`config.mk`:
```
export PLATFORM = sky130hd
export DESIGN_NAME = lif_core
export DESIGN_NICKNAME = d
export VERILOG_FILES = /design/src/lif_pkg.sv /design/src/lif_core.sv /design/src/lif_neuron.sv /design/src/synapse_accum.sv /design/src/weight_arbiter.sv /design/src/weight_mem.sv
export VERILOG_INCLUDE_DIRS = /design/src /design/src/src
export SDC_FILE = /design/constraint.sdc
export NUM_CORES = 1
export LEC_CHECK = 0
export ABC_CLOCK_PERIOD_IN_PS = 8200
export BUFFER_PORTS_ARGS = -buffer_cell sky130_fd_sc_hd__buf_2
export CAP_MARGIN = 20
export CORE_MARGIN = 2
export CORE_UTILIZATION = 25
export CTS_BUF_LIST = sky130_fd_sc_hd__clkbuf_16
export CTS_CLUSTER_SIZE = 20
export DETAILED_ROUTE_END_ITERATION = 10
export PLACE_DENSITY = 0.47
export SKIP_LAST_GASP = 1
export SLEW_MARGIN = 20
export SYNTH_ARGS = -nofsm -noshare
export SYNTH_HDL_FRONTEND = slang
export SYNTH_SLANG_ARGS = --single-unit
```
`constraint.sdc`:
```
create_clock -name clk -period 8.2 [get_ports clk]
set_clock_uncertainty 0.2 [all_clocks]
set_input_delay 0.82 -clock clk [delete_from_list [all_inputs] [get_ports clk]]
set_output_delay 0.82 -clock clk [all_outputs]
set_load 0.01 [all_outputs]
```
`src/lif_core_defines.svh`:
```
`ifndef LIF_CORE_DEFINES_SVH
`define LIF_CORE_DEFINES_SVH

// ==================================================
// Core sizing
// ==================================================
`define LIF_N_NEURONS 4   // Neurons in the core
`define LIF_N_AXONS 8     // Input axons per timestep

// Weight address is neuron * 8 + axon
`define LIF_WADDR_W 5
`define LIF_W_W 8         // Signed weight

// ==================================================
// Neuron datapath widths
// ==================================================
`define LIF_VMEM_W 16     // Membrane potential, also the synaptic sum
`define LIF_LEAK_W 8
`define LIF_REFRAC_W 4    // Refractory counter

`endif
```
`src/lif_pkg.sv`:
```
`include "lif_core_defines.svh"

package lif_pkg;

    // ==================================================
    // Datapath vectors
    // ==================================================
    typedef logic signed [`LIF_W_W-1:0]    weight_t;    // One synaptic weight
    typedef logic signed [`LIF_VMEM_W-1:0] syn_t;       // Summed synaptic input
    typedef logic [`LIF_VMEM_W-1:0]        vmem_t;      // Potential and threshold
    typedef logic [`LIF_LEAK_W-1:0]        leak_t;
    typedef logic [`LIF_REFRAC_W-1:0]      refrac_t;
    typedef logic [`LIF_N_AXONS-1:0]       axon_mask_t; // One bit per axon
    typedef logic [`LIF_WADDR_W-1:0]       waddr_t;

    // ==================================================
    // Accumulator FSM
    // ==================================================
    typedef enum logic [1:0] {
        ACC_IDLE = 2'd0,   // Waiting for a step
        ACC_SCAN = 2'd1,   // New axon picked, request raised
        ACC_WAIT = 2'd2,   // Holding request until read data
        ACC_FIRE = 2'd3    // Sum ready, pulse the neuron
    } accum_state_t;

endpackage

```
`src/lif_core.sv`:
```
`timescale 1ns/100ps
`include "lif_core_defines.svh"

// Four LIF neurons sharing one weight memory
module lif_core
    import lif_pkg::*;
(
    input  logic                         clk,
    input  logic                         rst_n,
    input  logic                         step,
    input  axon_mask_t                   axons,
    input  vmem_t                        cfg_threshold,
    input  leak_t                        cfg_leak,
    input  vmem_t                        cfg_reset_potential,
    input  refrac_t                      cfg_refractory,
    input  logic                         wr_en,       // Host weight write
    input  waddr_t                       wr_addr,
    input  weight_t                      wr_data,
    output logic   [`LIF_N_NEURONS-1:0]  spikes,
    output vmem_t  [`LIF_N_NEURONS-1:0]  vmem_all,
    output logic                         busy,
    output logic                         step_done    // After all four updated
);

    localparam int N = `LIF_N_NEURONS;

    // Memory port
    logic    mem_en;
    logic    mem_we;
    waddr_t  mem_addr;
    weight_t mem_wdata;
    weight_t mem_rdata;

    // Accumulator side of the arbiter
    logic   [N-1:0] rd_req;
    waddr_t [N-1:0] rd_addr;
    logic   [N-1:0] rd_valid;
    weight_t        rd_data;

    logic   [N-1:0] upd;
    syn_t   [N-1:0] syn;
    logic   [N-1:0] acc_busy;
    logic   [N-1:0] updated_q;    // Neuron has updated this step
    logic           step_go;
    logic           all_now;

    assign busy    = |acc_busy;
    assign step_go = step && !busy;   // Steps during a busy window are dropped

    weight_mem u_mem (
        .clk   (clk),
        .en    (mem_en),
        .we    (mem_we),
        .addr  (mem_addr),
        .wdata (mem_wdata),
        .rdata (mem_rdata)
    );

    weight_arbiter u_arb (
        .clk       (clk),
        .rst_n     (rst_n),
        .wr_en     (wr_en),
        .wr_addr   (wr_addr),
        .wr_data   (wr_data),
        .rd_req    (rd_req),
        .rd_addr   (rd_addr),
        .rd_valid  (rd_valid),
        .rd_data   (rd_data),
        .mem_en    (mem_en),
        .mem_we    (mem_we),
        .mem_addr  (mem_addr),
        .mem_wdata (mem_wdata),
        .mem_rdata (mem_rdata)
    );

    // ==================================================
    // Per-neuron lanes
    // ==================================================
    for (genvar g = 0; g < N; g++) begin : g_lane
        synapse_accum u_acc (
            .clk         (clk),
            .rst_n       (rst_n),
            .step        (step_go),
            .axons       (axons),
            .neuron_base (waddr_t'(g * `LIF_N_AXONS)),  // Weight row of lane g
            .rd_req      (rd_req[g]),
            .rd_addr     (rd_addr[g]),
            .rd_valid    (rd_valid[g]),
            .rd_data     (rd_data),
            .upd         (upd[g]),
            .syn         (syn[g]),
            .busy        (acc_busy[g])
        );

        lif_neuron u_neuron (
            .clk                 (clk),
            .rst_n               (rst_n),
            .upd                 (upd[g]),
            .syn                 (syn[g]),
            .cfg_threshold       (cfg_threshold),
            .cfg_leak            (cfg_leak),
            .cfg_reset_potential (cfg_reset_potential),
            .cfg_refractory      (cfg_refractory),
            .spike               (spikes[g]),
            .vmem                (vmem_all[g])
        );
    end

    // ==================================================
    // Step completion
    // ==================================================
    // Last upd of the step is being sampled this cycle
    assign all_now = (&(updated_q | upd)) && !(&updated_q);

    always_ff @(posedge clk or negedge rst_n) begin
        if (!rst_n) begin
            updated_q <= '0;
            step_done <= 1'b0;
        end else begin
            if (step_go) begin
                updated_q <= '0;         // No upd can coincide, lanes are idle
            end else begin
                updated_q <= updated_q | upd;
            end
            step_done <= all_now;        // Lands with the neuron outputs
        end
    end

endmodule

```
`src/lif_neuron.sv`:
```
`timescale 1ns/100ps
`include "lif_core_defines.svh"

// Single leaky integrate-and-fire neuron, updated once per upd pulse
module lif_neuron
    import lif_pkg::*;
(
    input  logic    clk,
    input  logic    rst_n,
    input  logic    upd,                  // Sum on syn is valid
    input  syn_t    syn,
    input  vmem_t   cfg_threshold,
    input  leak_t   cfg_leak,
    input  vmem_t   cfg_reset_potential,
    input  refrac_t cfg_refractory,
    output logic    spike,                // Held until next upd
    output vmem_t   vmem
);

    localparam int VW = `LIF_VMEM_W;
    localparam int LW = `LIF_LEAK_W;

    vmem_t              vmem_q;
    refrac_t            refrac_q;
    logic signed [VW+1:0] after_leak;     // Two extra bits, sign and carry
    logic signed [VW+1:0] after_syn;
    vmem_t              vmem_next;
    logic               fire;

    // ==================================================
    // Dynamics, combinational
    // ==================================================
    always_comb begin
        // Leak, floored at zero
        after_leak = $signed({2'b00, vmem_q}) - $signed({{(VW+2-LW){1'b0}}, cfg_leak});
        if (after_leak < 0) begin
            after_leak = '0;
        end

        // Synaptic input, sign extended
        after_syn = after_leak + $signed({{2{syn[VW-1]}}, syn});

        // Clamp into 0 .. 65535
        if (after_syn < 0) begin
            vmem_next = '0;
        end else if (after_syn[VW]) begin
            vmem_next = '1;
        end else begin
            vmem_next = after_syn[VW-1:0];
        end
    end

    assign fire = (vmem_next >= cfg_threshold);

    // ==================================================
    // State update
    // ==================================================
    always_ff @(posedge clk or negedge rst_n) begin
        if (!rst_n) begin
            vmem_q   <= '0;
            refrac_q <= '0;
            spike    <= 1'b0;
        end else if (upd) begin
            if (refrac_q != '0) begin
                refrac_q <= refrac_q - refrac_t'(1);   // Input ignored, vmem frozen
                spike    <= 1'b0;
            end else if (fire) begin
                spike    <= 1'b1;
                vmem_q   <= cfg_reset_potential;
                refrac_q <= cfg_refractory;
            end else begin
                spike    <= 1'b0;
                vmem_q   <= vmem_next;
            end
        end
    end

    assign vmem = vmem_q;

endmodule

```
`src/synapse_accum.sv`:
```
`timescale 1ns/100ps
`include "lif_core_defines.svh"

// Walks the set axons of one step, fetches a weight per axon and
// hands the signed sum to its neuron
module synapse_accum
    import lif_pkg::*;
(
    input  logic       clk,
    input  logic       rst_n,
    input  logic       step,         // Timestep strobe
    input  axon_mask_t axons,
    input  waddr_t     neuron_base,  // Row offset of this neuron
    output logic       rd_req,
    output waddr_t     rd_addr,
    input  logic       rd_valid,
    input  weight_t    rd_data,
    output logic       upd,          // One-cycle pulse to the neuron
    output syn_t       syn,
    output logic       busy
);

    localparam int AX_IDX_W = $clog2(`LIF_N_AXONS);
    localparam int SW       = `LIF_VMEM_W;

    accum_state_t          state_q;
    axon_mask_t            mask_q;      // Axons still to fetch
    axon_mask_t            mask_rest;
    syn_t                  sum_q;
    logic signed [SW:0]    sum_wide;    // One guard bit
    syn_t                  sum_sat;

    // Index of the lowest set axon
    function automatic logic [AX_IDX_W-1:0] lowest_idx(input axon_mask_t m);
        logic [AX_IDX_W-1:0] idx;
        idx = '0;
        for (int i = `LIF_N_AXONS - 1; i >= 0; i--) begin
            if (m[i]) begin
                idx = AX_IDX_W'(i);
            end
        end
        return idx;
    endfunction

    assign mask_rest = mask_q & (mask_q - axon_mask_t'(1));  // Drop lowest bit

    // ==================================================
    // Request side
    // ==================================================
    assign rd_req  = ((state_q == ACC_SCAN) && (mask_q != '0)) || (state_q == ACC_WAIT);
    assign rd_addr = neuron_base + waddr_t'(lowest_idx(mask_q));

    // Saturating add of the incoming weight
    assign sum_wide = {sum_q[SW-1], sum_q} + (SW+1)'(rd_data);
    always_comb begin
        if (sum_wide[SW] != sum_wide[SW-1]) begin
            sum_sat = sum_wide[SW] ? {1'b1, {(SW-1){1'b0}}} : {1'b0, {(SW-1){1'b1}}};
        end else begin
            sum_sat = sum_wide[SW-1:0];
        end
    end

    // ==================================================
    // FSM
    // ==================================================
    always_ff @(posedge clk or negedge rst_n) begin
        if (!rst_n) begin
            state_q <= ACC_IDLE;
            mask_q  <= '0;
        end else begin
            case (state_q)
                ACC_IDLE: if (step) begin       // Busy steps never get here
                    mask_q  <= axons;
                    state_q <= ACC_SCAN;
                end
                ACC_SCAN: state_q <= (mask_q == '0) ? ACC_FIRE : ACC_WAIT;
                ACC_WAIT: if (rd_valid) begin
                    mask_q  <= mask_rest;
                    state_q <= (mask_rest == '0) ? ACC_FIRE : ACC_SCAN;
                end
                ACC_FIRE: state_q <= ACC_IDLE;
                default:  state_q <= ACC_IDLE;
            endcase
        end
    end

    // Running sum, cleared at step start
    always_ff @(posedge clk) begin
        if ((state_q == ACC_IDLE) && step) begin
            sum_q <= '0;
        end else if ((state_q == ACC_WAIT) && rd_valid) begin
            sum_q <= sum_sat;
        end
    end

    assign upd  = (state_q == ACC_FIRE);
    assign syn  = sum_q;
    assign busy = (state_q != ACC_IDLE);

endmodule

```
`src/weight_arbiter.sv`:
```
`timescale 1ns/100ps
`include "lif_core_defines.svh"

// Owns the weight memory port
// Host write has absolute priority, reads are round-robin
module weight_arbiter
    import lif_pkg::*;
(
    input  logic                         clk,
    input  logic                         rst_n,
    input  logic                         wr_en,      // Host write strobe
    input  waddr_t                       wr_addr,
    input  weight_t                      wr_data,
    input  logic   [`LIF_N_NEURONS-1:0]  rd_req,     // Held until rd_valid
    input  waddr_t [`LIF_N_NEURONS-1:0]  rd_addr,
    output logic   [`LIF_N_NEURONS-1:0]  rd_valid,   // Only to the granted one
    output weight_t                      rd_data,    // Broadcast
    output logic                         mem_en,
    output logic                         mem_we,
    output waddr_t                       mem_addr,
    output weight_t                      mem_wdata,
    input  weight_t                      mem_rdata
);

    localparam int N     = `LIF_N_NEURONS;
    localparam int IDX_W = $clog2(N);

    logic [N-1:0]     grant;
    logic [N-1:0]     grant_q;     // Grant of last cycle, data lands now
    logic [N-1:0]     req_open;
    logic [IDX_W-1:0] last_q;      // Last winner
    logic [IDX_W-1:0] win_idx;
    logic [IDX_W-1:0] cand;
    logic             found;

    // Requester with data in flight still holds rd_req, skip it
    assign req_open = rd_req & ~grant_q;

    // ==================================================
    // Round-robin pick, search starts after last winner
    // ==================================================
    always_comb begin
        grant   = '0;
        win_idx = last_q;
        found   = 1'b0;
        cand    = last_q;
        for (int i = 1; i <= N; i++) begin
            cand = IDX_W'((int'(last_q) + i) % N);
            if (!found && !wr_en && req_open[cand]) begin  // Host write blocks all
                grant[cand] = 1'b1;
                win_idx     = cand;
                found       = 1'b1;
            end
        end
    end

    // Memory port mux
    assign mem_we    = wr_en;
    assign mem_en    = found;
    assign mem_addr  = wr_en ? wr_addr : rd_addr[win_idx];
    assign mem_wdata = wr_data;

    always_ff @(posedge clk or negedge rst_n) begin
        if (!rst_n) begin
            grant_q <= '0;
            last_q  <= IDX_W'(N - 1);   // So accumulator 0 goes first
        end else begin
            grant_q <= grant;
            if (found) begin
                last_q <= win_idx;
            end
        end
    end

    assign rd_valid = grant_q;     // Lines up with registered mem read
    assign rd_data  = mem_rdata;

endmodule

```
`src/weight_mem.sv`:
```
`timescale 1ns/100ps
`include "lif_core_defines.svh"

// Shared synaptic weight store, one row of 8 weights per neuron
module weight_mem
    import lif_pkg::*;
(
    input  logic    clk,
    input  logic    en,     // Read enable
    input  logic    we,     // Write enable
    input  waddr_t  addr,
    input  weight_t wdata,
    output weight_t rdata   // Valid one cycle after en
);

    localparam int DEPTH = 1 << `LIF_WADDR_W;   // 32 entries

    weight_t mem [0:DEPTH-1];

    // Write port
    always_ff @(posedge clk) begin
        if (we) begin
            mem[addr] <= wdata;
        end
    end

    // Registered read, arbiter never asks for both in one cycle
    always_ff @(posedge clk) begin
        if (en) begin
            rdata <= mem[addr];   // Holds last value otherwise
        end
    end

endmodule

```
==> results by stage, run 1 <==
GRT:
- The first global-routing pass estimated about 150,000 um of wire.
- For this run, global-route usage on met3 was measured as under 10%.
- Global routing used between 10% and 20% of the available tracks.
- In this run the most used layer during global routing was met2.
- Entering global routing, the biggest net connects 85 pins.
- The number of global-route vias before repair is ~24,000.
- Summed over all layers, the global routing overflow is 0.
- The met2 track demand over resource is 25.38%.
- For this run, global-route usage on met1 was measured as 23.08%.
- The number of antenna violations at the first check in global routing is 21.

Timing:
- The accumulated negative setup slack is 0 ps.
- In the finished design, the share of the clock period the worst path needs comes to between 90 and 100%.
- The final setup slack of the worst path is ~300 ps.
- The worst relative slew slack is about 22%.
- The slew of the pin with the lowest slew margin is about 1100 ps.
- The final max-slew violation count is 0.
- Setup violations remaining at the end of the flow were counted as 0.
- For this run, the top clock speed supported by timing is 126.5 MHz.
- The time the final worst path needs with I/O delays and setup is between 7000 and 8000 ps.
- The final-report hold violation count came to 0.

Routing:
- The total via count after detailed routing is around 25,000.
- The via count normalized by instance count is about 5.0.
- The final routed DRC violation total is 0.
- For this block, the initial DRC count from the detailed router was roughly 1,700.
- Summed over all layers, the routed wires come to slightly above 100,000 um.
- Dividing the detail-routed wire length by the instance count gives 20.80 um.
- In this run the remaining antenna-violating nets after routing total 0.
- The first detailed-routing pass ran for 6 iterations.

Finish:
- After the flow finishes, the layout carries non-filler instances totaling about 5,000.
- The fraction of final layout cells sized beyond drive strength 1 is between 15 and 20%.
- The area growth from synthesis to layout is 20.83%.
- At the end of the flow, the number of nets in the layout was between 3,000 and 4,000.

Pwr:
- VDD sags by at most 0.2885 mV.
- In this run, the clock network consumes around 14% of the power.
- The fraction of power spent switching nets is between 40% and 50%.
- The leakage dissipation is about 15 nW.
- The cell-internal power is 9.711 mW.
- In this run the power spent charging and discharging nets is about 8.4 mW.
- The share of total power in sequential cells is 20.1%.
- Per report_power, the combinational group accounts for approximately 66% of the total.
- For this design the ratio of total power to cell area is slightly above 500 nW/um^2.
- After layout, the design draws a total of 18.07 mW.

Placed design:
- Summed over all nets, the half-perimeter wirelength after detailed placement is around 76,000 um.
- Counting tap cells, the placed design contains a total of between 4,000 and 5,000 instances.
- During placement, the flow inserted port buffers numbering 138.
- The worst slack at placement is -527.0 ps.
- At the end of routability-driven placement, the weighted congestion stood at ~0.88.

Status:
- The run finished with clean final reports.

Synth:
- By area the synthesized netlist is led by edfxtp_1 (27%), dfrtp_1 (11%), ha_1 (10%), o21ai_0 (4.6%), dfxtp_1 (4.3%).
- In this run the cell area of the synthesized design comes to a little under 30,000 um^2.
- The Yosys step of the flow raised 0 warnings.
- The fraction of the yosys area taken by sequential cells is a little over two fifths.
- The proportion of register bits with asynchronous set or reset after synthesis is between 20% and 30%.
- The number of synthesized register bits is around 460.
- The gate count of the mapped netlist is between 3,000 and 4,000.
- The net count after synthesis is roughly 3,400.
- After synthesis, the netlist uses between 80 and 90 different library cells.
- The top-area cell type share of the netlist area is a little over a quarter.
- The synthesized area divided by synthesized cell count is around 9.7 um^2.
- The number of flops mapped to enable cells by yosys is ~260.
- The predominant post-synthesis flop cell is edfxtp_1.
- The cell type contributing the most total cell area after synthesis is edfxtp_1.

Worst setup path:
- Along the worst path, the maximum fanout reaches 5.
- STA puts the critical path data required time at between 8000 and 9000 ps.
- The critical path in this run is classified as input port to flop.
- STA classifies the critical path endpoint as a flop.
- The critical path starts at cfg_leak[2].
- On the worst path, the slowest cell contributes a delay of approximately 540 ps.
- By instance count, the cell type seen most on the critical path is a21o_1.
- Data arrives at the worst endpoint at 8210 ps.
- The library cell contributing the largest single delay on the critical path is or4_4.
- The startpoint type of the worst setup path is an input port.
- The launch instance of the worst register-to-register path is g_lane[3].u_neuron.vmem[2].

Floorplanning:
- about 140 I/O pins were placed.
- The die covers 121,800 um^2.
- After floorplanning, the core was divided into ~130 placement rows.
- From bottom edge to top edge, the die measures 349.0 um.
- The die is about 350 um wide.
- The initial core utilization is 25.20%.
- The floorplan core area is between 100,000 and 150,000 um^2.

Flow run:
- Across the run, the number of max-cap violations was 0.

Min path:
- The type of the tightest min-delay check is input port to asynchronous set/reset pin.

Clocking:
- TritonCTS created 57 clock buffers.
- Clock tree synthesis found a total of 463 sinks.
- CTS built an H-tree with a depth of 2.
- The buffer levels on the longest clock path is 3.
- The clock tree root driver cell is clkbuf_16.
- TritonCTS built the clock tree.
- The later pin in the worst-skew pair is clocked with a latency of roughly 670 ps.
- The clock transition at the registers of the reported paths is 50 ps.
==> sequential cells by signal (all words and copies together) (netlist names) <==
register                  cells
u_mem.mem                   256
g_lane.u_acc.syn             64
g_lane.u_neuron.vmem         64
g_lane.u_acc.mask_q          32
g_lane.u_neuron.refrac_q     16
g_lane.u_acc.state_q          8
u_mem.rdata                   8
g_lane.u_neuron.spike         4
u_arb.rd_valid                4
updated_q                     4
u_arb.last_q                  2
step_done                     1
==> final timing paths <==
| path | to | slack [ps] | cells after the start |
|---|---|---|---|
| setup / recovery | g_lane[3].u_neuron.vmem[3] | 290 | 43 |
| hold / removal | g_lane[1].u_neuron.vmem[12] | 10 | 1 |
| setup reg to reg | g_lane[3].u_neuron.vmem[3] | 330 | 40 |
| hold reg to reg | g_lane[0].u_neuron.refrac_q[2] | 320 | 1 |
| max in group asynchronous | g_lane[2].u_acc.mask_q[4] | 6370 | 2 |
| min in group clk | g_lane[3].u_neuron.refrac_q[0] | 270 | 3 |
==> Yosys cell counts (7+ instances only) <==
cell,number
a211o_1,7
a211oi_1,16
a21boi_0,15
a21o_1,65
a21oi_1,245
a221o_1,30
a31oi_1,18
and2_1,25
and3_1,63
buf_1,8
buf_2,18
clkbuf_1,86
dfrtp_1,133
dfxtp_1,64
edfxtp_1,264
fa_1,12
ha_1,240
inv_1,170
maj3_1,63
mux2_2,13
mux2i_1,82
nand2_1,211
nand2b_1,44
nand3_1,59
nand4_1,10
nor2_1,253
nor2b_1,29
nor3_1,79
nor4_1,7
o211ai_1,13
o21a_1,62
o21ai_0,271
o21bai_1,25
o22ai_1,33
o31a_1,7
o31ai_1,12
o32ai_1,7
or3_1,15
or4_1,9
xnor2_1,96
xor2_1,44
==> through the flow <==
stage          utilization [%]  area, um^2  hold slack [ps]
2_1_floorplan                -       29970            251.0
3_3_place_gp             28.57       33740            291.3
3_5_place_dp             28.58       33750            305.7
4_1_cts                  30.15       35610            28.51
5_1_grt                  30.44       35950            38.93
6_report                 30.45       35960            13.02
==> final cells by class <==
type,count,area (um^2)
inverter,171,645.6
clock buffer,57,1426
sequential,463,12590
multi-input combinational,2305,16430
tap,1536,1922
clock inverter,51,422.9
antenna,5,12.51
timing repair buffer,364,2510
fill,12250,82120
==> cells in the final DEF (no fill, tap or decap), types with 43 or more instances in the layout <==
cell / synthesis / routed
nand2_1: 211 / 211
inv_1: 170 / 187
maj3_1: 63 / 63
buf_4: 5 / 212
mux2i_1: 82 / 81
and3_1: 63 / 63
dfxtp_1: 64 / 64
buf_2: 18 / 138
a21o_1: 65 / 65
clkbuf_16: 0 / 57
o21ai_0: 271 / 252
xnor2_1: 96 / 92
edfxtp_1: 264 / 264
o21a_1: 62 / 62
dfrtp_1: 133 / 133
nor3_1: 79 / 76
ha_1: 240 / 238
nand3_1: 59 / 56
nor2_1: 253 / 242
a21oi_1: 245 / 228
nand2b_1: 44 / 43
==> power by group through the flow <==
stage / sequential [mW] / combinational [mW] / clock (mW)
finish: 3.62 / 11.9 / 2.51
detailed placement: 3.66 / 11.6 / 0
CTS: 3.62 / 11.7 / 2.57
global placement: 3.66 / 11.6 / 0
floorplan: 3.39 / 7.88 / 0
global route: 3.69 / 13.2 / 2.66
==> metal layers <==
layer,share of wire (%),vias up
met1,47,11740
met5,0.16,-
met3,6.7,168
met4,2.4,24
met2,44,721
li1,-,11930
==> repair_timing <==
item / 4_1_cts / 5_1_grt
buffers inserted: 0 / 12
cloned: 0 / 2
pin swaps: 0 / 32
endpoints found under the setup margin: 11 / 84
resized for setup: 1 / 59
hold buffers: 0 / 0
==> worst max-delay path: cells and delay by family <==
kind / cells / cell delay [ps]
AO/OA/AOI/OAI: 24 / 3700
XOR/XNOR: 1 / 220
adder cells (fa/ha/maj): 3 / 740
buffers and inverters: 5 / 740
AND/OR/NAND/NOR: 10 / 1970
==> cell families (layout without fill, tap and decap cells) <==
logic type / after synthesis / count (layout) / synth area share, %
XOR/XNOR: 141 / 141 / 4.175
AND/OR/NAND/NOR: 832 / 832 / 13.44
flip-flops: 463 / 463 / 42.31
buffers and inverters: 295 / 643 / 4.015
adder cells (fa/ha/maj): 315 / 315 / 13.02
AO/OA/AOI/OAI: 918 / 918 / 19.49
other: 0 / 5 / 0
multiplexers: 99 / 99 / 3.553
(Power assumes the default switching activity.)
==> run 2, diff against run 1 <==
--- a/config.mk
+++ b/config.mk
@@ -16,4 +16,5 @@
 export DETAILED_ROUTE_END_ITERATION = 10
 export PLACE_DENSITY = 0.47
+export REMOVE_ABC_BUFFERS = 1
 export SKIP_LAST_GASP = 1
 export SLEW_MARGIN = 20
==> constraint.sdc (replaced) <==
create_clock -name clk -period 8.2 [get_ports clk]
set_clock_uncertainty 0.2 [all_clocks]
set_input_delay 1.64 -clock clk [delete_from_list [all_inputs] [get_ports clk]]
set_output_delay 1.64 -clock clk [all_outputs]
set_load 0.01 [all_outputs]
==> run 2 against run 1 <==
Net effect:
- largest power group unchanged
- first-iteration DRC count is 12% higher
- setup slack worse by 730 ps
- largest cell class unchanged
- design area is 10% higher
- the flow now finishes with violations (negative setup slack)
- critical path depth is 7 higher
- wire length is 3.2% higher
- die area stayed put
- clock-buffer cell count is 1 higher
- combinational power is 24% higher
- critical path type unchanged
- sequential share of layout area is 3.3 points lower
- sequential cell count stayed put
- register-to-register slack worse by 170 ps
==> results by stage, run 2 (synthesis results as in run 1) <==
Placed design:
- The port buffer count is 138 (unchanged).
- The weighted congestion reported at the end of routability-driven placement is 0.9057 (was 0.8789).
- The instance area after placement came to 34,650 um^2 (was 33,750 um^2).
- The estimated wirelength of the detail-placed design is 75,730 um (was 76,450 um).

Routing:
- The via count normalized by instance count was 4.922 (was 4.963).
- The final routed DRC violation total is 0 (unchanged).
- The number of DRC markers in iteration 0 is 1,899 (was 1,697).
- The wire length reported by the detailed router came to 106,400 um (was 103,000 um).
- The detailed-routing iteration count for the pre-antenna-repair pass was 5 (was 6).
- The post-detailed-route wirelength per cell is 20.22 um (was 20.80 um).
- The number of nets with antenna violations after detailed routing was 0 (unchanged).
- The total via count after detailed routing is 25,900 (was 24,580).

Floorplanning:
- The boundary pin count is 139 (unchanged).
- The row count is 126 (unchanged).
- The vertical extent of the die is 349.0 um (unchanged).
- The die area is 121,800 um^2 (unchanged).
- The initial core utilization came to 25.20% (unchanged).
- The floorplan core area is 118,100 um^2 (unchanged).
- The horizontal die dimension is 349.0 um (unchanged).

Worst setup path:
- The critical path endpoint category was a flop (unchanged).
- The critical path required time is 8530 ps (was 8500 ps).
- The highest net fanout along the worst path is 7 (was 5).
- The launch point of the critical path is cfg_leak[2] (unchanged).
- The cell occurring most often along the worst timing path is buf_4 (was a21o_1).
- The launch instance of the worst register-to-register path is g_lane[3].u_neuron.vmem[0] (was g_lane[3].u_neuron.vmem[2]).
- The longest individual stage delay on the worst path is 440 ps (was 540 ps).
- The arrival time reported for the critical path endpoint came to 8960 ps (was 8210 ps).
- The startpoint type of the worst setup path is an input port (unchanged).
- The number of cells traversed by the worst register-to-register path is 49 (was 40).
- The path type of the worst setup path is input port to flop (unchanged).
- The slack of the worst reg-to-reg path is 160 ps (was 330 ps).
- The library cell contributing the largest single delay on the critical path is or4_4 (unchanged).
- The end of the worst register-to-register path is g_lane[3].u_neuron.vmem[9] (was g_lane[3].u_neuron.vmem[3]).

Status:
- The final reports fail on negative setup slack.
- Run status: complete, but fails checks (was complete, no violations).

Min path:
- Counting instances, the worst hold path has a depth of 1.
- The type of the tightest min-delay check is flop to flop (was input port to asynchronous set/reset pin).
- The path with the worst hold slack has its endpoint at g_lane[3].u_neuron.spike.
- The worst hold path begins at g_lane[3].u_neuron.spike.

GRT:
- The wire length of the first global-routing pass is 157,900 um (was 151,200 um).
- The pin count of the biggest net entering global routing came to 85 (unchanged).
- The number of antenna violations at the first check in global routing is 1 (was 21).
- The global route total overflow is 0 (unchanged).
- The number of global-route vias before repair was 24,950 (was 23,570).
- The global-route usage over all layers came to 16.86% (was 16.40%).

Timing:
- The worst relative slew slack is 12.47% (was 21.90%).
- The fmax is 115.8 MHz (was 126.5 MHz).
- The time the final worst path needs with I/O delays and setup is 8634 ps (was 7907 ps).
- The count of final setup violators came to 61 (was 0).
- The accumulated negative setup slack was -9580 ps (was 0 ps).
- Setup repair after global routing could not meet its margin everywhere.
- The final clock period utilization by the worst path was 105.3% (was 96.43%).
- The final-report hold violation count is 0 (unchanged).
- The final setup slack of the worst path is -433.5 ps (was 293.0 ps).
- The final max-slew violation count came to 0 (unchanged).
- The slew of the pin with the lowest slew margin is 1308 ps (was 1142 ps).

Clocking:
- The clock insertion delay at the later pin of the skew report is 670 ps (about the same).
- The number of hold buffers added after CTS is 0 (unchanged).
- The clock sink count is 463 (unchanged).
- The clock tree from TritonCTS is built (unchanged).
- The buffer levels on the longest clock path came to 3 (unchanged).
- The clock tree root driver cell is clkbuf_16 (unchanged).
- The total CTS buffers is 56 (was 57).
- The number of levels in the clock H-tree is 2 (unchanged).
- The clock transition at the registers of the reported paths is 60 ps (was 50 ps).

Finish:
- The most common cell after layout, fill and taps aside is buf_4 (was edfxtp_1).
- The area occupied by registers is 12,590 um^2 (unchanged).
- The area growth from synthesis to layout was 33.33% (was 20.83%).
- The diode insertion count for antenna repair is 0 (was 5).
- Commonest cells after routing, fill and taps aside: buf_4 (488), edfxtp_1 (264), nor2_1 (233), ha_1 (216), nand2_1 (205) (was edfxtp_1 (264), o21ai_0 (252), nor2_1 (242), ha_1 (238), a21oi_1 (228)).
- The flip-flop count of the largest register after layout is 256 (unchanged).
- The number of filler instances in the final layout is 12,030 (was 12,250).
- The footprint of the multi-input gates is 17,540 um^2 (was 16,430 um^2).
- The largest register by flop count is u_mem.mem (unchanged).
- The number of nets in the layout came to 3,999 (was 3,683).
- The final standard cell utilization of the core was 33.60% (was 30.45%).
- The final design instance area without fill is 39,680 um^2 (was 35,960 um^2).
- The fraction of final layout cells sized beyond drive strength 1 is 28.30% (was 16.39%).

Flow run:
- The max-capacitance violation count is 0 (unchanged).

Pwr:
- The power density over the cells is 525.5 nW/um^2 (was 502.5 nW/um^2).
- The total power of the final layout is 20.85 mW (was 18.07 mW).
- The peak supply drop came to 0.3324 mV (was 0.2885 mV).
- The leakage dissipation is 16.81 nW (was 15.17 nW).
## run 2: layout make-up
class | instances | share of cell area, %
inverters | 171 | 1.637
repair buffers | 681 | 12.80
flip-flops and latches | 463 | 31.73
well taps | 1536 | 4.844
clock buffers | 58 | 3.658
multi-input cells | 2305 | 44.22
clock inverters | 47 | 1.113
## run 2: layer usage
metal / GRT usage (%) / share of wire, %
met1: 24.04 / 48
met2: 26.62 / 45
met3: 2.188 / 4.7
met4: 4.645 / 2.6
met5: 0 / 0
## run 2: timing repair
item                       4_1_cts  5_1_grt
pin swaps                      110      137
setup endpoints to repair       84       84
gates cloned                     4        3
gates resized for setup        236      200
buffers inserted               140       46
## run 2: how the worst max path moves through the flow
stage	endpoint	slack [ps]	cells past startpoint
floorplan	g_lane[3].u_neuron.vmem[10]	-2620	39
global placement	g_lane[0].u_neuron.vmem[10]	-1800	44
detailed placement	g_lane[3].u_neuron.refrac_q[1]	-1760	46
CTS	g_lane[0].u_neuron.vmem[9]	-320	47
global route	g_lane[3].u_neuron.vmem[9]	-720	47
finish	g_lane[3].u_neuron.vmem[9]	-430	50
## run 2: report_power, final
part           leakage (nW)  internal [mW]  switching, mW
Combinational          11.3           7.26           7.40
Sequential             4.56           2.95          0.660
Clock                 0.940           1.48           1.10
## run 2: metrics by stage
| step | setup slack [ps] | std cells | hold slack (ps) |
|---|---|---|---|
| floorplan | -2618 | 2939 | 274.7 |
| global placement | -1805 | 4976 | 300.3 |
| detailed placement | -1760 | 4976 | 299.4 |
| CTS | -322.8 | 5222 | 318.1 |
| global route | -715.4 | 5261 | 331.3 |
| finish | -433.5 | 5261 | 310.3 |
## run 2: worst max-delay path, delay by kind of cell
| kind | cells | cell delay [ps] |
|---|---|---|
| AOI/OAI and AO/OA | 15 | 2500 |
| xor gates and xnor gates | 1 | 140 |
| adders and majority gates | 3 | 770 |
| and+or+nand+nor | 9 | 1250 |
| buffers and inverters | 22 | 2660 |
==> run 3, diff against run 2 <==
Settings changed: CORE_UTILIZATION 25 to 45, PLACE_DENSITY 0.47 to 0.7, SLEW_MARGIN 20 to 30.
==> run 3 against run 2 <==
Net effect:
- the run still ends with negative setup slack left
- wire length down 11%
- register-to-register slack better by 130 ps
- via count up 1.5%
- highest routed layer is now met5
==> results by stage, run 3 (synthesis results as in run 1) <==
Status:
- Run status: complete, but fails checks (unchanged).
- Failing checks: negative setup slack (unchanged).

Clocking:
- The clock transition at the registers of the reported paths is 60 ps (about the same).
- The number of levels in the clock H-tree came to 2 (unchanged).
- The buffer levels on the longest clock path is 3 (unchanged).
- The number of hold buffers added after CTS is 0 (unchanged).
- The clock sink count is 463 (unchanged).
- The clock tree from TritonCTS is built (unchanged).
- The clock tree root driver cell is clkbuf_16 (unchanged).
- The total CTS buffers is 51 (was 56).
- The clock insertion delay at the later pin of the skew report is 640 ps (was 670 ps).

Flow run:
- The max-capacitance violation count is 0 (unchanged).

Finish:
- The most common cell after layout, fill and taps aside is buf_4 (unchanged).
- The fraction of final layout cells sized beyond drive strength 1 is 24.68% (was 28.30%).
- The largest register by flop count is u_mem.mem (unchanged).
- The number of filler instances in the final layout is 5,452 (was 12,030).
- The final design instance area without fill came to 37,580 um^2 (was 39,680 um^2).
- The area growth from synthesis to layout is 26.30% (was 33.33%).
- The number of nets in the layout is 3,928 (was 3,999).
- Commonest cells after routing, fill and taps aside: buf_4 (439), edfxtp_1 (264), nor2_1 (238), ha_1 (226), o21ai_0 (211) (was buf_4 (488), edfxtp_1 (264), nor2_1 (233), ha_1 (216), nand2_1 (205)).
- The final standard cell utilization of the core was 57.27% (was 33.60%).
- The flip-flop count of the largest register after layout is 256 (unchanged).

GRT:
- The global-route usage over all layers is 26.77% (was 16.86%).
- The number of antenna violations at the first check in global routing came to 3 (was 1).
- The pin count of the biggest net entering global routing came to 85 (unchanged).
- The global route total overflow was 0 (unchanged).
- The wire length of the first global-routing pass is 142,100 um (was 157,900 um).
- The number of global-route vias before repair came to 25,050 (was 24,950).

Routing:
- The total via count after detailed routing is 26,280 (was 25,900).
- The detailed-routing iteration count for the pre-antenna-repair pass is 6 (was 5).
- The via count normalized by instance count is 5.819 (was 4.922).
- The post-detailed-route wirelength per cell was 20.92 um (was 20.22 um).
- The final routed DRC violation total was 0 (unchanged).
- The number of DRC markers in iteration 0 is 2,744 (was 1,899).
- The number of nets with antenna violations after detailed routing is 0 (unchanged).
- The wire length reported by the detailed router is 94,480 um (was 106,400 um).

Worst setup path:
- The critical path endpoint category is a flop (unchanged).
- The path type of the worst setup path is input port to flop (unchanged).
- The end of the worst register-to-register path was g_lane[3].u_neuron.vmem[9] (unchanged).
- The cell occurring most often along the worst timing path is a21o_1 (was buf_4).
- The critical path required time is 8490 ps (was 8530 ps).
- The longest individual stage delay on the worst path came to 450 ps (was 440 ps).
- The launch instance of the worst register-to-register path is g_lane[3].u_neuron.vmem[0] (unchanged).
- The launch point of the critical path is cfg_leak[0] (was cfg_leak[2]).
- The startpoint type of the worst setup path is an input port (unchanged).
- The destination of the critical timing path is g_lane[3].u_neuron.vmem[9] (unchanged).
- The arrival time reported for the critical path endpoint is 8770 ps (was 8960 ps).
- The highest net fanout along the worst path is 7 (unchanged).
- The slack of the worst reg-to-reg path is 290 ps (was 160 ps).
- The library cell contributing the largest single delay on the critical path is or4_4 (unchanged).
- The number of cells traversed by the worst register-to-register path was 46 (was 49).

Floorplanning:
- The floorplan core area came to 65,630 um^2 (was 118,100 um^2).
- The row count is 94 (was 126).
- The die area is 68,200 um^2 (was 121,800 um^2).
- The horizontal die dimension came to 261.2 um (was 349.0 um).
- The boundary pin count is 139 (unchanged).
- The vertical extent of the die is 261.2 um (was 349.0 um).
- The initial core utilization is 45.34% (was 25.20%).

Timing:
- The time the final worst path needs with I/O delays and setup is 8478 ps (was 8634 ps).
- The final clock period utilization by the worst path was 103.4% (was 105.3%).
- The slew of the pin with the lowest slew margin is 999.3 ps (was 1308 ps).
- The worst relative slew slack was 31.66% (was 12.47%).
- RSZ-0062 raised after global routing: true (unchanged).
- The final-report hold violation count is 0 (unchanged).
- The final max-slew violation count is 0 (unchanged).
- The accumulated negative setup slack is -12,880 ps (was -9580 ps).
- The count of final setup violators came to 82 (was 61).
- The fmax is 118.0 MHz (was 115.8 MHz).
- The final setup slack of the worst path is -277.6 ps (was -433.5 ps).

Placed design:
- The port buffer count is 138 (unchanged).
- The estimated wirelength of the detail-placed design came to 65,470 um (was 75,730 um).
- The instance area after placement is 33,570 um^2 (was 34,650 um^2).
- The weighted congestion reported at the end of routability-driven placement came to 0.9953 (was 0.9057).
- The worst slack at placement is -1590 ps (was -1760 ps).

Min path:
- The number of cells on the worst hold path came to 2 (was 1).
- The type of the tightest min-delay check is flop to flop (unchanged).
[run 3: changes by cell type in the layout (fill, tap and decap cells not counted), sizes merged]
cell      previous run  this run
clkbuf              60        52
bufinv               6         5
clkinv              25        27
buf                679       611
clkinvlp             5         2
nor2               253       255
xnor2               97        98
diode                0         1
[run 3: repair_timing]
item,in CTS,in global routing
pin swaps,89,132
gates cloned,3,3
gates resized for setup,143,163
setup endpoints to repair,84,84
setup buffers,104,42
[run 3: per-layer routing]
metal	share of wire [%]	vias up	global-route usage (%)
li1	-	12390	-
met1	41	12540	34.90
met2	46	1086	44.17
met3	7.9	252	3.688
met4	5.3	4	12.39
met5	0.030	-	0
[run 3: worst min path at each step]
stage	startpoint	to	slack, ps
final	g_lane[2].u_neuron.spike	g_lane[2].u_neuron.spike	290
after global routing	g_lane[2].u_neuron.spike	g_lane[2].u_neuron.spike	330
after CTS	g_lane[2].u_neuron.spike	g_lane[2].u_neuron.spike	290
after detailed placement	g_lane[2].u_neuron.spike	g_lane[2].u_neuron.spike	280
after global placement	g_lane[2].u_neuron.spike	g_lane[2].u_neuron.spike	280
after floorplan	updated_q[1]	updated_q[1]	270
[run 3: area by class of cell]
class | count | area, um^2 | area share (%)
repair buffers | 612 | 4467 | 11.88
multi-input cells | 2308 | 17120 | 45.54
flip-flops and latches | 463 | 12590 | 33.50
clock buffers | 51 | 1276 | 3.396
diodes | 1 | 2.502 | 0.006658
clock inverters | 45 | 401.6 | 1.069
inverters | 171 | 649.4 | 1.728
well taps | 864 | 1081 | 2.876
[run 3: worst max-delay path: cells and delay by family]
family          cells  cell delay, ps
simple gates        8            1170
xor+xnor            1             120
buf+inv             8            1120
compound gates     25            3780
fa+ha+maj           4             940
[run 3: through the flow]
step | instances | hold slack (ps)
2_1_floorplan | 2939 | 274.7
3_3_place_gp | 4270 | 281.2
3_5_place_dp | 4270 | 278.2
4_1_cts | 4472 | 293.4
5_1_grt | 4515 | 334.1
6_report | 4515 | 285.8
Power of run 3 is left out: the tool's default activity adds up to more than one toggle a clock period on the data nets, which glitch-free logic cannot reach.
